[src/spi_periph_pkg.sv]
/*
 * SPI peripheral shared definitions.
 * Holds the address map, the scratch sizes and the structs
 * that carry reply bytes and subperipheral buses.
 */

package spi_periph_pkg;

    // ##########################################################################
    // address map
    // ##########################################################################

    localparam int num_sub = 2;  // scratch subperipherals.

    localparam logic [7:0] addr_chip_id = 8'hAA;
    localparam logic [7:0] chip_id      = 8'hCC;  // fixed reply for the id address.

    // entry 0 is 8'hDB, entry 1 is 8'hBB.
    localparam logic [num_sub-1:0][7:0] sub_addr = {8'hBB, 8'hDB};

    // ##########################################################################
    // scratch sizes
    // ##########################################################################

    localparam int scratch_depth = 4;  // bytes per scratch register.
    localparam int ptr_width     = 2;

    // one reply byte.
    typedef struct packed {
        logic [7:0] data;
        logic       valid;
    } spi_byte_t;

    // what a scratch register sees of the frame.
    typedef struct packed {
        logic       enable;
        logic       write;  // one clock per data byte.
        logic [7:0] data;
    } sub_bus_t;

endpackage

[src/spi_target.sv]
/*
 * SPI target, mode 0, MSB first.
 * Samples the pins on the system clock, assembles bytes and
 * flags the first byte of each frame as the address.
 */

`timescale 1ns/1ps

module spi_target (
    input  logic                      clock,
    input  logic                      arst_n,
    input  logic                      sck,
    input  logic                      cs_n,
    input  logic                      copi,
    output logic                      cipo,
    output logic [7:0]                address,
    output logic                      address_valid,
    output logic [7:0]                data,
    output logic                      data_strobe,
    input  spi_periph_pkg::spi_byte_t reply
);

    logic [1:0] sck_sync;
    logic [1:0] cs_n_sync;
    logic [1:0] copi_sync;
    logic       sck_last;   // previous synchronized sck.
    logic       selected;
    logic       sck_rise;
    logic       sck_fall;
    logic [2:0] bit_count;
    logic [6:0] rx_shift;
    logic [7:0] rx_byte;
    logic       byte_done;
    logic       byte_strobe;
    logic       load_reply;
    logic [7:0] tx_shift;

    // ##########################################################################
    // pin synchronizer and edge detect
    // ##########################################################################

    always_ff @(posedge clock or negedge arst_n) begin
        if (!arst_n) begin
            sck_sync  <= '0;
            cs_n_sync <= '1;  // deselected.
            copi_sync <= '0;
            sck_last  <= 1'b0;
        end else begin
            sck_sync  <= {sck_sync[0], sck};
            cs_n_sync <= {cs_n_sync[0], cs_n};
            copi_sync <= {copi_sync[0], copi};
            sck_last  <= sck_sync[1];
        end
    end

    assign selected = !cs_n_sync[1];
    assign sck_rise = selected && sck_sync[1] && !sck_last;
    assign sck_fall = selected && !sck_sync[1] && sck_last;

    // ##########################################################################
    // receive
    // ##########################################################################

    assign rx_byte   = {rx_shift, copi_sync[1]};
    assign byte_done = sck_rise && (bit_count == 3'd7);  // eighth rising edge.

    // address_valid doubles as the not-first-byte flag.
    always_ff @(posedge clock or negedge arst_n) begin
        if (!arst_n) begin
            bit_count     <= '0;
            address_valid <= 1'b0;
            data_strobe   <= 1'b0;
            byte_strobe   <= 1'b0;
        end else if (!selected) begin
            bit_count     <= '0;  // frame over or aborted mid-byte.
            address_valid <= 1'b0;
            data_strobe   <= 1'b0;
            byte_strobe   <= 1'b0;
        end else begin
            byte_strobe <= byte_done;
            data_strobe <= byte_done && address_valid;
            if (sck_rise) begin
                bit_count <= bit_count + 3'd1;
            end
            if (byte_done) begin
                address_valid <= 1'b1;
            end
        end
    end

    always_ff @(posedge clock) begin
        if (sck_rise) begin
            rx_shift <= rx_byte[6:0];
        end
        if (byte_done) begin
            if (address_valid) begin
                data <= rx_byte;
            end else begin
                address <= rx_byte;
            end
        end
    end

    // ##########################################################################
    // transmit
    // ##########################################################################

    // reply is taken one cycle after the strobe, once the pointer has moved.
    always_ff @(posedge clock or negedge arst_n) begin
        if (!arst_n) begin
            load_reply <= 1'b0;
            tx_shift   <= '0;
        end else if (!selected) begin
            load_reply <= 1'b0;
            tx_shift   <= '0;  // cipo idles low.
        end else begin
            load_reply <= byte_strobe;
            if (load_reply && address_valid) begin
                tx_shift <= reply.valid ? reply.data : 8'h00;
            end else if (sck_fall && bit_count != 3'd0) begin
                tx_shift <= {tx_shift[6:0], 1'b0};  // no shift on the byte's last fall.
            end
        end
    end

    assign cipo = tx_shift[7];

    // strobes only follow a completed address byte.
    strobe_after_address : assert property (
        @(posedge clock) disable iff (!arst_n)
        $rose(data_strobe) |-> address_valid
    ) else $error("data_strobe rose without a valid address");

    strobe_single_cycle : assert property (
        @(posedge clock) disable iff (!arst_n)
        data_strobe |=> !data_strobe
    ) else $error("data_strobe held for two cycles");

endmodule

[src/spi_subperipheral_selector.sv]
/*
 * Subperipheral selector.
 * Decodes the address byte into the chip id reply or a single
 * subperipheral enable, and routes that reply back to the target.
 */

`timescale 1ns/1ps

module spi_subperipheral_selector (
    input  logic [7:0]                address,
    input  logic                      address_valid,

    output spi_periph_pkg::spi_byte_t reply,
    output logic [spi_periph_pkg::num_sub-1:0] enable,

    input  spi_periph_pkg::spi_byte_t [spi_periph_pkg::num_sub-1:0] sub_reply
);

    import spi_periph_pkg::*;

    // ##########################################################################
    // address decode
    // ##########################################################################

    always_comb begin
        reply  = '0;  // unmapped or no frame.
        enable = '0;

        if (address_valid) begin

            // fixed id, no subperipheral involved.
            if (address == addr_chip_id) begin
                reply.data  = chip_id;
                reply.valid = 1'b1;
            end

            for (int i = 0; i < num_sub; i++) begin
                if (address == sub_addr[i]) begin
                    enable[i] = 1'b1;
                    reply     = sub_reply[i];  // pass through as is.
                end
            end

        end
    end

    // ##########################################################################
    // checks
    // ##########################################################################

    // holds only while the address map has no duplicate entries.
    always_comb begin
        enable_onehot : assert final ($onehot0(enable))
            else $error("more than one subperipheral enabled");
    end

endmodule

[src/spi_scratch_register.sv]
/*
 * Scratch subperipheral.
 * A small byte memory that returns its old contents while a
 * frame overwrites them, one byte per data strobe.
 */

`timescale 1ns/1ps

module spi_scratch_register (
    input  logic                      clock,
    input  logic                      arst_n,
    input  spi_periph_pkg::sub_bus_t  bus,
    output spi_periph_pkg::spi_byte_t reply
);

    import spi_periph_pkg::*;

    logic [7:0]           mem [scratch_depth];
    logic [ptr_width-1:0] ptr;  // next byte to read and write.

    // ##########################################################################
    // storage and pointer
    // ##########################################################################

    always_ff @(posedge clock or negedge arst_n) begin
        if (!arst_n) begin
            ptr <= '0;
            for (int i = 0; i < scratch_depth; i++) begin
                mem[i] <= 8'h00;
            end
        end else if (!bus.enable) begin
            ptr <= '0;  // every frame starts at byte 0.
        end else if (bus.write) begin
            mem[ptr] <= bus.data;
            if (ptr == ptr_width'(scratch_depth - 1)) begin
                ptr <= '0;
            end else begin
                ptr <= ptr + 1'b1;
            end
        end
    end

    // old byte at the pointer, ahead of the write.
    always_comb begin
        reply.valid = bus.enable;
        reply.data  = bus.enable ? mem[ptr] : 8'h00;
    end

    // ##########################################################################
    // checks
    // ##########################################################################

    // the top gates each write with this register's enable.
    write_needs_enable : assert property (
        @(posedge clock) disable iff (!arst_n)
        bus.write |-> bus.enable
    ) else $error("write strobe without enable");

endmodule

[src/spi_peripheral.sv]
/*
 * SPI peripheral top level.
 * Connects the SPI target, the subperipheral selector and
 * the scratch subperipherals.
 */

`timescale 1ns/1ps

module spi_peripheral (
    input  logic clock,
    input  logic arst_n,
    input  logic sck,
    input  logic cs_n,
    input  logic copi,
    output logic cipo
);

    import spi_periph_pkg::*;

    logic [7:0]                address;
    logic                      address_valid;
    logic [7:0]                data;
    logic                      data_strobe;
    spi_byte_t                 reply;
    logic [num_sub-1:0]        sub_enable;
    spi_byte_t [num_sub-1:0]   sub_reply;
    sub_bus_t  [num_sub-1:0]   sub_bus;

    spi_target u_target (
        .clock         (clock),
        .arst_n        (arst_n),
        .sck           (sck),
        .cs_n          (cs_n),
        .copi          (copi),
        .cipo          (cipo),
        .address       (address),
        .address_valid (address_valid),
        .data          (data),
        .data_strobe   (data_strobe),
        .reply         (reply)
    );

    spi_subperipheral_selector u_selector (
        .address       (address),
        .address_valid (address_valid),
        .reply         (reply),
        .enable        (sub_enable),
        .sub_reply     (sub_reply)
    );

    // ##########################################################################
    // scratch subperipherals
    // ##########################################################################

    for (genvar i = 0; i < num_sub; i++) begin : g_scratch
        assign sub_bus[i] = '{enable: sub_enable[i],
                              write:  data_strobe && sub_enable[i],  // selected only.
                              data:   data};

        spi_scratch_register u_scratch (
            .clock  (clock),
            .arst_n (arst_n),
            .bus    (sub_bus[i]),
            .reply  (sub_reply[i])
        );
    end

endmodule

[config.mk]
export PLATFORM = sky130hd
export DESIGN_NAME = spi_peripheral
export DESIGN_NICKNAME = d
export VERILOG_FILES = /design/src/spi_periph_pkg.sv /design/src/spi_target.sv /design/src/spi_subperipheral_selector.sv /design/src/spi_scratch_register.sv /design/src/spi_peripheral.sv
export SDC_FILE = /design/constraint.sdc
export NUM_CORES = 1
export LEC_CHECK = 0
export ABC_AREA = 1
export BUFFER_PORTS_ARGS = -buffer_cell sky130_fd_sc_hd__clkbuf_2
export CORE_AREA = 4 4 127 129
export DETAILED_ROUTE_END_ITERATION = 7
export DIE_AREA = 0 0 131 133
export PLACE_DENSITY_LB_ADDON = 0.15
export SKIP_LAST_GASP = 1
export SYNTH_ARGS = -nofsm -noshare
export SYNTH_HDL_FRONTEND = slang
export SYNTH_SLANG_ARGS = --single-unit
[constraint.sdc]
create_clock -name clock -period 3.1 [get_ports clock]
set_clock_uncertainty 0.15 [all_clocks]
set_input_delay 0.62 -clock clock [delete_from_list [all_inputs] [get_ports clock]]
set_output_delay 0.62 -clock clock [all_outputs]
set_load 0.03 [all_outputs]
==> flow_metrics.env, run 1 <==
export IMPL_grt_max_degree=40
export IMPL_power_ir_vdd_worst_v=0.000329
export IMPL_routed_wire_length_per_instance_um=14.5
export IMPL_clock_insertion_delay_worst_skew_ns=0.41
export IMPL_cp_cell_sequence="inv_1 -> a21oi_1 -> o21ai_0 -> nand2_1 -> nand2_1 -> nand2_1 -> nand2_1 -> nand2_1 -> nand2_1 -> nand2_1"
export IMPL_floorplan_initialDensity_pct=34.2
export IMPL_synth_enable_flop_cells=23
export IMPL_cell_internal_pwr_mw=2.80
export IMPL_routed_via_density=4.61
export IMPL_placeableCoreArea_mm2=0.0150
export IMPL_grt_ovfl_total=0
export IMPL_clock_root_buffer="sky130_fd_sc_hd__clkbuf_16"
export IMPL_static_leakage_power_nw=2.77
export IMPL_cp_top_delay_family="flip-flops"
export IMPL_power_density_mw_per_mm2=596
export IMPL_cp_slowest_stage_delay_ns=0.70
export IMPL_p_clk_share_pct=55.2
export IMPL_net_sw_power_uw=729
export IMPL_synth_distinct_cells=30
export IMPL_cts_tree="yes"
export IMPL_drive_gt1_share_pct=12.2
export IMPL_drt_initial_drc_count=203
export IMPL_clk_transition_reported_paths_ns=0.05
export IMPL_yosys_top_cells_area="sky130_fd_sc_hd__dfrtp_1, sky130_fd_sc_hd__edfxtp_1, sky130_fd_sc_hd__nand2_1"
export IMPL_count_of_unresolved_drc_violations_after_routing=0
export IMPL_fp_row_count=45
export IMPL_grt_setup_unrepaired="no"
export IMPL_layout_nets=586
export IMPL_place_hpwl_um=7940
export IMPL_die_h_um=133
export IMPL_post_synth_instance_area_mm2=0.00514
export IMPL_share_comb_of_total_power_pct=1.3
export IMPL_cap_violations=0
export IMPL_timing_hold_violations_final=0
export IMPL_pwr_share_seq_pct=43.5
export IMPL_design_die_area_mm2=0.0174
export IMPL_cts_num_sinks=113
export IMPL_layout_core_utilization_pct=39.3
export IMPL_syn_num_nets=575
export IMPL_cp_end_kind="flop"
export IMPL_hold_path_class="in -> async"
export IMPL_timing_final_crit_share_pct=67.3
export IMPL_cp_required_ns=3.30
export IMPL_synth_largest_area_cell="sky130_fd_sc_hd__dfrtp_1"
export IMPL_timing_critical_path_buf_inv=1
export IMPL_gp_congestion=0.833
export IMPL_routed_via_count=3554
export IMPL_report_power_total_mw=3.52
export IMPL_netlist_area_leader_share_pct=42.9
export IMPL_status="finished, final reports clean"
export IMPL_number_of_global_route_vias_before_repair=3625
export IMPL_yosys_warnings=0
export IMPL_max_freq_ghz=0.479
export IMPL_numCtsBuffers=17
export IMPL_insertedDiodeCount=0
export IMPL_timing_worst_setup_path_type="reg -> reg"
export IMPL_ys_seq_area_share_pct=57.3
export IMPL_floorplan_die_width_um=131
export IMPL_antenna_violating_nets_post_route=0
export IMPL_synth_ff_type="sky130_fd_sc_hd__dfrtp_1"
export IMPL_post_cts_resize_count=0
export IMPL_cp_data_arrival_time_ns=2.28
export IMPL_numPortBuffers=5
export IMPL_crit_top_cell="sky130_fd_sc_hd__nand2_1"
export IMPL_tightestPinTransition_ns=0.609
export IMPL_setup_worst_path_start_class="flop"
export IMPL_synthArstFlopShare_pct=79.6
export IMPL_grt_pass1_wl_um=19400
export IMPL_synthCells=559
export IMPL_routed_wl_um=11200
export IMPL_power_switching_share_pct=20.7
export IMPL_htree_num_levels=4
export IMPL_finalSetupTns_ns=0
export IMPL_finalSetupViolations=0
export IMPL_cts_hold_fix_buffers=0
export IMPL_critical_path_slowest_cell="sky130_fd_sc_hd__dfrtp_1"
export IMPL_cts_repair_timing_setup_buffer_count=0
export IMPL_globalRouteTotalUtil_pct=14.5
export IMPL_detailedRoute_firstPassIterationCount=4
export IMPL_area_growth_synth_to_final_pct=15.1
export IMPL_timing_max_slew_rel_slack_pct=59.2
export IMPL_period_minus_ws_final_ns=2.09
export IMPL_floorplan_io_pins=6
export IMPL_worstPathMaxFanout=22
export IMPL_ctsLongestPathBuffers=2
export IMPL_synth_avg_cell_area_um2=9.19
export IMPL_postSynthRegisterBits=113
export IMPL_antenna_found_initial=0
export IMPL_drv_slew=0
[cell usage after synthesis (2+ instances only)]
master                     number
sky130_fd_sc_hd__nand3_2        2
sky130_fd_sc_hd__inv_1         64
sky130_fd_sc_hd__nor2_1        40
sky130_fd_sc_hd__nor2_8         2
sky130_fd_sc_hd__dfstp_2        2
sky130_fd_sc_hd__o21ai_1       24
sky130_fd_sc_hd__a21oi_1       31
sky130_fd_sc_hd__nor2_4         4
sky130_fd_sc_hd__ha_1          11
sky130_fd_sc_hd__edfxtp_1      23
sky130_fd_sc_hd__o21ai_2       12
sky130_fd_sc_hd__nand2_1      161
sky130_fd_sc_hd__nand3_1       12
sky130_fd_sc_hd__clkbuf_1       2
sky130_fd_sc_hd__nand2_2        5
sky130_fd_sc_hd__dfrtp_1       88
sky130_fd_sc_hd__o21ai_0       45
sky130_fd_sc_hd__o22ai_1        5
sky130_fd_sc_hd__buf_6          7
sky130_fd_sc_hd__buf_2          8
sky130_fd_sc_hd__nand4_1        2
[cells by family after synthesis]
logic type | synth area share [%]
AND/OR/NAND/NOR | 19.6
flip-flops | 57.3
AO/OA/AOI/OAI | 12.9
adder cells (fa/ha/maj) | 2.68
buffers and inverters | 7.43
[area by class of cell]
type / count / area [um2]
inverters: 66 / 248
clock inverters: 13 / 164
flip-flops and latches: 113 / 2950
fillers: 1506 / 9120
multi-input cells: 362 / 1810
well taps: 188 / 235
clock buffers: 19 / 433
repair buffers: 10 / 77.6
[metal layers]
metal / vias to the layer above / wire length [um] / track usage, %
li1: 1816 / - / -
met1: 1671 / 5290 / 19.5
met2: 43 / 5270 / 22.1
met3: 24 / 315 / 4.16
met4: 0 / 303 / 5.83
met5: - / 0 / 0
[layout by cell type, fill, tap and decap left out, types with 5 or more instances in the layout]
cell type and instances:
sky130_fd_sc_hd__inv_1 64, sky130_fd_sc_hd__nand2_1 161, sky130_fd_sc_hd__a21oi_1 31, sky130_fd_sc_hd__clkbuf_16 17, sky130_fd_sc_hd__o21ai_2 12, sky130_fd_sc_hd__dfrtp_1 88
sky130_fd_sc_hd__o21ai_1 24, sky130_fd_sc_hd__nand2_2 5, sky130_fd_sc_hd__o21ai_0 45, sky130_fd_sc_hd__clkinvlp_4 7, sky130_fd_sc_hd__nor2_1 40, sky130_fd_sc_hd__buf_4 5
sky130_fd_sc_hd__nand3_1 12, sky130_fd_sc_hd__edfxtp_1 23, sky130_fd_sc_hd__ha_1 11, sky130_fd_sc_hd__o22ai_1 5
[power by group through the flow]
stage | registers (mW) | clock network, mW | logic [mW]
finish | 1.53 | 1.95 | 0.0456
detailed placement | 1.56 | 0 | 0.0490
global placement | 1.56 | 0 | 0.0489
CTS | 1.53 | 1.99 | 0.0493
floorplan | 1.56 | 0 | 0.0119
global route | 1.53 | 2.07 | 0.0547
[flip-flops by register name, summed over array words and instances, names as in the netlist]
signal                   count
u_target.load_reply          1
u_target.data                8
u_target.address             8
u_target.copi_sync           2
u_target.rx_shift            7
u_target.bit_count           3
u_target.address_valid       1
g_scratch.u_scratch.mem     64
u_target.data_strobe         1
u_target.tx_shift            8
u_target.sck_sync            2
u_target.cs_n_sync           2
g_scratch.u_scratch.ptr      4
u_target.byte_strobe         1
u_target.sck_last            1
[worst paths after layout]
kind                                                      startpoint                                    endpoint  slack, ns  cells after the start
max                        g_scratch[1].u_scratch.ptr[0]$_DFFE_PN0P_            u_target.tx_shift[2]$_DFFE_PN0P_       1.01                     10
min                                                           arst_n  g_scratch[1].u_scratch.mem[15]$_DFFE_PN0P_       0.04                      1
max reg2reg                g_scratch[1].u_scratch.ptr[0]$_DFFE_PN0P_            u_target.tx_shift[2]$_DFFE_PN0P_       1.01                     10
min reg2reg                          u_target.copi_sync[0]$_DFF_PN0_             u_target.copi_sync[1]$_DFF_PN0_       0.20                      0
max in group asynchronous                                     arst_n   g_scratch[1].u_scratch.mem[6]$_DFFE_PN0P_       2.09                      2
min in group clock                                              cs_n             u_target.cs_n_sync[0]$_DFF_PN1_       0.14                      1
[per-stage QoR]
stage / instances / hold slack (ns) / setup slack (ns) / area [um2]
6_report: 771 / 0.0436 / 1.01 / 5910
5_1_grt: 771 / 0.0738 / 0.710 / 5910
4_1_cts: 771 / 0.0553 / 1.01 / 5910
3_5_place_dp: 739 / 0.186 / 1.03 / 5320
3_3_place_gp: 739 / 0.187 / 1.05 / 5320
2_1_floorplan: 559 / 0.174 / 0.731 / 5140
[worst reg2reg max path, stage by stage (launching register included)]
cell and delay, ns:
sky130_fd_sc_hd__dfrtp_1 0.70, sky130_fd_sc_hd__inv_1 0.39, sky130_fd_sc_hd__a21oi_1 0.22, sky130_fd_sc_hd__o21ai_0 0.10, sky130_fd_sc_hd__nand2_1 0.11, sky130_fd_sc_hd__nand2_1 0.07, sky130_fd_sc_hd__nand2_1 0.08, sky130_fd_sc_hd__nand2_1 0.05
sky130_fd_sc_hd__nand2_1 0.06, sky130_fd_sc_hd__nand2_1 0.05, sky130_fd_sc_hd__nand2_1 0.06
Power figures use the tool's default switching activity.
==> inputs of run 2 (changes only) <==
- clock period: 3.1 -> 1.7 ns (I/O delays scaled with it)
==> run 2 against run 1 <==
  * The run now ends with setup timing left
  * Combinational power up 120%
  * Non-clock buffer count up 38
  * Via count up 11%
  * Sequential share of layout area down 5.3 points
  * Largest cell class unchanged
==> flow_metrics.env, run 2 (synthesis results as in run 1) <==
export IMPL_htree_num_levels=4
export IMPL_power_density_mw_per_mm2=921
export IMPL_timing_hold_violations_final=0
export IMPL_cell_area_after_placement_mm2=0.00560
export IMPL_clk_transition_reported_paths_ns=0.05
export IMPL_grt_setup_unrepaired="yes"
export IMPL_layout_commonest_cell="sky130_fd_sc_hd__nand2_1"
export IMPL_drive_gt1_share_pct=26.6
export IMPL_finalSetupTns_ns=-2.93
export IMPL_cts_tree="yes"
export IMPL_die_h_um=133
export IMPL_worstReg2RegStart="u_target.address[2]$_DFFE_PP_"
export IMPL_worst_setup_path_startpoint="u_target.address[2]$_DFFE_PP_"
export IMPL_antenna_violating_nets_post_route=0
export IMPL_cts_num_sinks=113
export IMPL_crit_top_cell="sky130_fd_sc_hd__nand2_2"
export IMPL_count_of_unresolved_drc_violations_after_routing=0
export IMPL_fp_row_count=45
export IMPL_cp_data_arrival_time_ns=1.95
export IMPL_final_area_mm2=0.00662
export IMPL_clock_insertion_delay_worst_skew_ns=0.42
export IMPL_number_of_global_route_vias_before_repair=3761
export IMPL_routed_via_count=3939
export IMPL_design_die_area_mm2=0.0174
export IMPL_place_hpwl_um=8290
export IMPL_cp_slowest_stage_delay_ns=0.36
export IMPL_timing_max_slew_rel_slack_pct=71.3
export IMPL_routed_wl_um=12700
export IMPL_report_power_total_mw=6.09
export IMPL_gp_congestion=0.800
export IMPL_floorplan_initialDensity_pct=34.2
export IMPL_floorplan_die_width_um=131
export IMPL_area_growth_synth_to_final_pct=28.8
export IMPL_globalRouteTotalUtil_pct=14.9
export IMPL_floorplan_io_pins=6
export IMPL_num_fill_cells=1449
export IMPL_mostFrequentLayoutCells="sky130_fd_sc_hd__nand2_1, sky130_fd_sc_hd__dfrtp_1, sky130_fd_sc_hd__inv_1"
export IMPL_insertedDiodeCount=0
export IMPL_reg2regPathDepth=10
export IMPL_drv_slew=0
export IMPL_cap_violations=0
export IMPL_worstPathMaxFanout=8
export IMPL_failed_checks="setup timing"
export IMPL_fin_worst_hold_slack_ns=0.197
export IMPL_detailedPlace_worstSlack_ns=-0.0411
export IMPL_setup_ws_ns=-0.108
export IMPL_power_ir_vdd_worst_v=0.000644
export IMPL_timing_critical_path_buf_inv=3
export IMPL_grt_ovfl_total=0
export IMPL_numPortBuffers=5
export IMPL_detailedRoute_firstPassIterationCount=5
export IMPL_cp_required_ns=1.84
export IMPL_timing_worst_setup_path_type="reg -> reg"
export IMPL_routed_wire_length_per_instance_um=15.6
export IMPL_layout_nets=628
export IMPL_timing_final_crit_share_pct=106
export IMPL_cp_endpoint="g_scratch[0].u_scratch.mem[16]$_DFFE_PN0P_"
export IMPL_tightestPinTransition_ns=0.427
export IMPL_cp_end_kind="flop"
export IMPL_routed_via_density=4.85
export IMPL_static_leakage_power_nw=2.99
export IMPL_post_layout_nonfiller_instances=813
export IMPL_worst_path_depth=10
export IMPL_finalSetupViolations=64
export IMPL_setup_worst_path_start_class="flop"
export IMPL_clock_root_buffer="sky130_fd_sc_hd__clkbuf_16"
export IMPL_drt_initial_drc_count=222
export IMPL_numCtsBuffers=17
export IMPL_period_minus_ws_final_ns=1.81
export IMPL_grt_pass1_wl_um=19600
export IMPL_status="finished, violations left"
export IMPL_cp_top_delay_family="simple AND/OR/NAND/NOR gates"
export IMPL_ctsLongestPathBuffers=2
export IMPL_worst_r2r_endpoint="g_scratch[0].u_scratch.mem[16]$_DFFE_PN0P_"
export IMPL_largest_reg_flops=64
export IMPL_placed_cells=765
export IMPL_layout_core_utilization_pct=44.0
export IMPL_placeableCoreArea_mm2=0.0150
export IMPL_registers_top_by_ff_count="g_scratch.u_scratch.mem"
export IMPL_critical_path_slowest_cell="sky130_fd_sc_hd__edfxtp_1"
export IMPL_hold_path_class="reg -> reg"
export IMPL_max_freq_ghz=0.553
export IMPL_grt_max_degree=28
export IMPL_cp_cell_sequence="inv_1 -> nand2_2 -> nor2_4 -> nand3_4 -> nor3_4 -> buf_8 -> buf_6 -> nand2_8 -> nand2_2 -> o21ai_2"
export IMPL_antenna_found_initial=0
export IMPL_rrSetupSlack_ns=-0.11
==> run 2: cell types whose count changed in the layout (fill, tap and decap cells not counted), moves of 7 or more <==
cell	previous run	this run
sky130_fd_sc_hd__nor2_1	40	33
sky130_fd_sc_hd__a21oi_2	0	13
sky130_fd_sc_hd__nand2_2	5	25
sky130_fd_sc_hd__a21oi_1	31	18
sky130_fd_sc_hd__nand2_4	1	8
sky130_fd_sc_hd__nand2_1	161	130
sky130_fd_sc_hd__buf_4	5	25
==> run 2: worst reg2reg max path: cells and delay by family (launching register included) <==
| kind | cells | cell delay, ns |
|---|---|---|
| and+or+nand+nor | 6 | 0.74 |
| buffers and inverters | 3 | 0.38 |
| DFF | 1 | 0.36 |
| AOI/OAI and AO/OA | 1 | 0.05 |
==> run 2: where the power goes <==
| part | total (mW) | internal, mW | switching, mW | leakage, nW |
|---|---|---|---|---|
| Sequential | 2.80 | 2.78 | 0.0128 | 1.45 |
| Combinational | 0.102 | 0.0337 | 0.0685 | 1.30 |
| Clock | 3.20 | 1.97 | 1.23 | 0.251 |
==> run 2: worst min path at each step <==
stage                                         start                                          to  cells past startpoint
detailed placement                           arst_n  g_scratch[1].u_scratch.mem[23]$_DFFE_PN0P_                      1
global placement                             arst_n  g_scratch[1].u_scratch.mem[23]$_DFFE_PN0P_                      1
floorplan                                    arst_n   g_scratch[0].u_scratch.mem[0]$_DFFE_PN0P_                      0
CTS                 u_target.copi_sync[0]$_DFF_PN0_             u_target.copi_sync[1]$_DFF_PN0_                      0
global route        u_target.cs_n_sync[0]$_DFF_PN1_             u_target.cs_n_sync[1]$_DFF_PN1_                      0
finish              u_target.copi_sync[0]$_DFF_PN0_             u_target.copi_sync[1]$_DFF_PN0_                      0
==> run 2: what timing repair did <==
action,CTS,global route
setup endpoints to repair,25,72
endpoints found under the hold margin,26,0
cloned,1,5
setup buffers,0,7
hold buffers,4,0
pin swaps,0,17
resized for setup,8,81
==> run 2: cell type report <==
type                    count  area, um2  area share, %
well taps                 188        235           3.55
clock buffers              19        433           6.54
clock inverters            13       96.3           1.46
multi-input cells         366       2160           32.6
repair buffers             48        499           7.54
flip-flops and latches    113       2950           44.5
inverters                  66        248           3.74
==> run 2: layer usage <==
| layer | track usage, % | share of wire (%) | up-vias | routed length, um |
|---|---|---|---|---|
| li1 | - | - | 1912 | - |
| met3 | 4.08 | 3.3 | 24 | 415 |
| met2 | 23.0 | 48 | 58 | 6110 |
| met4 | 7.03 | 2.7 | 0 | 345 |
| met1 | 19.3 | 46 | 1945 | 5810 |
| met5 | 0 | 0 | - | 0 |
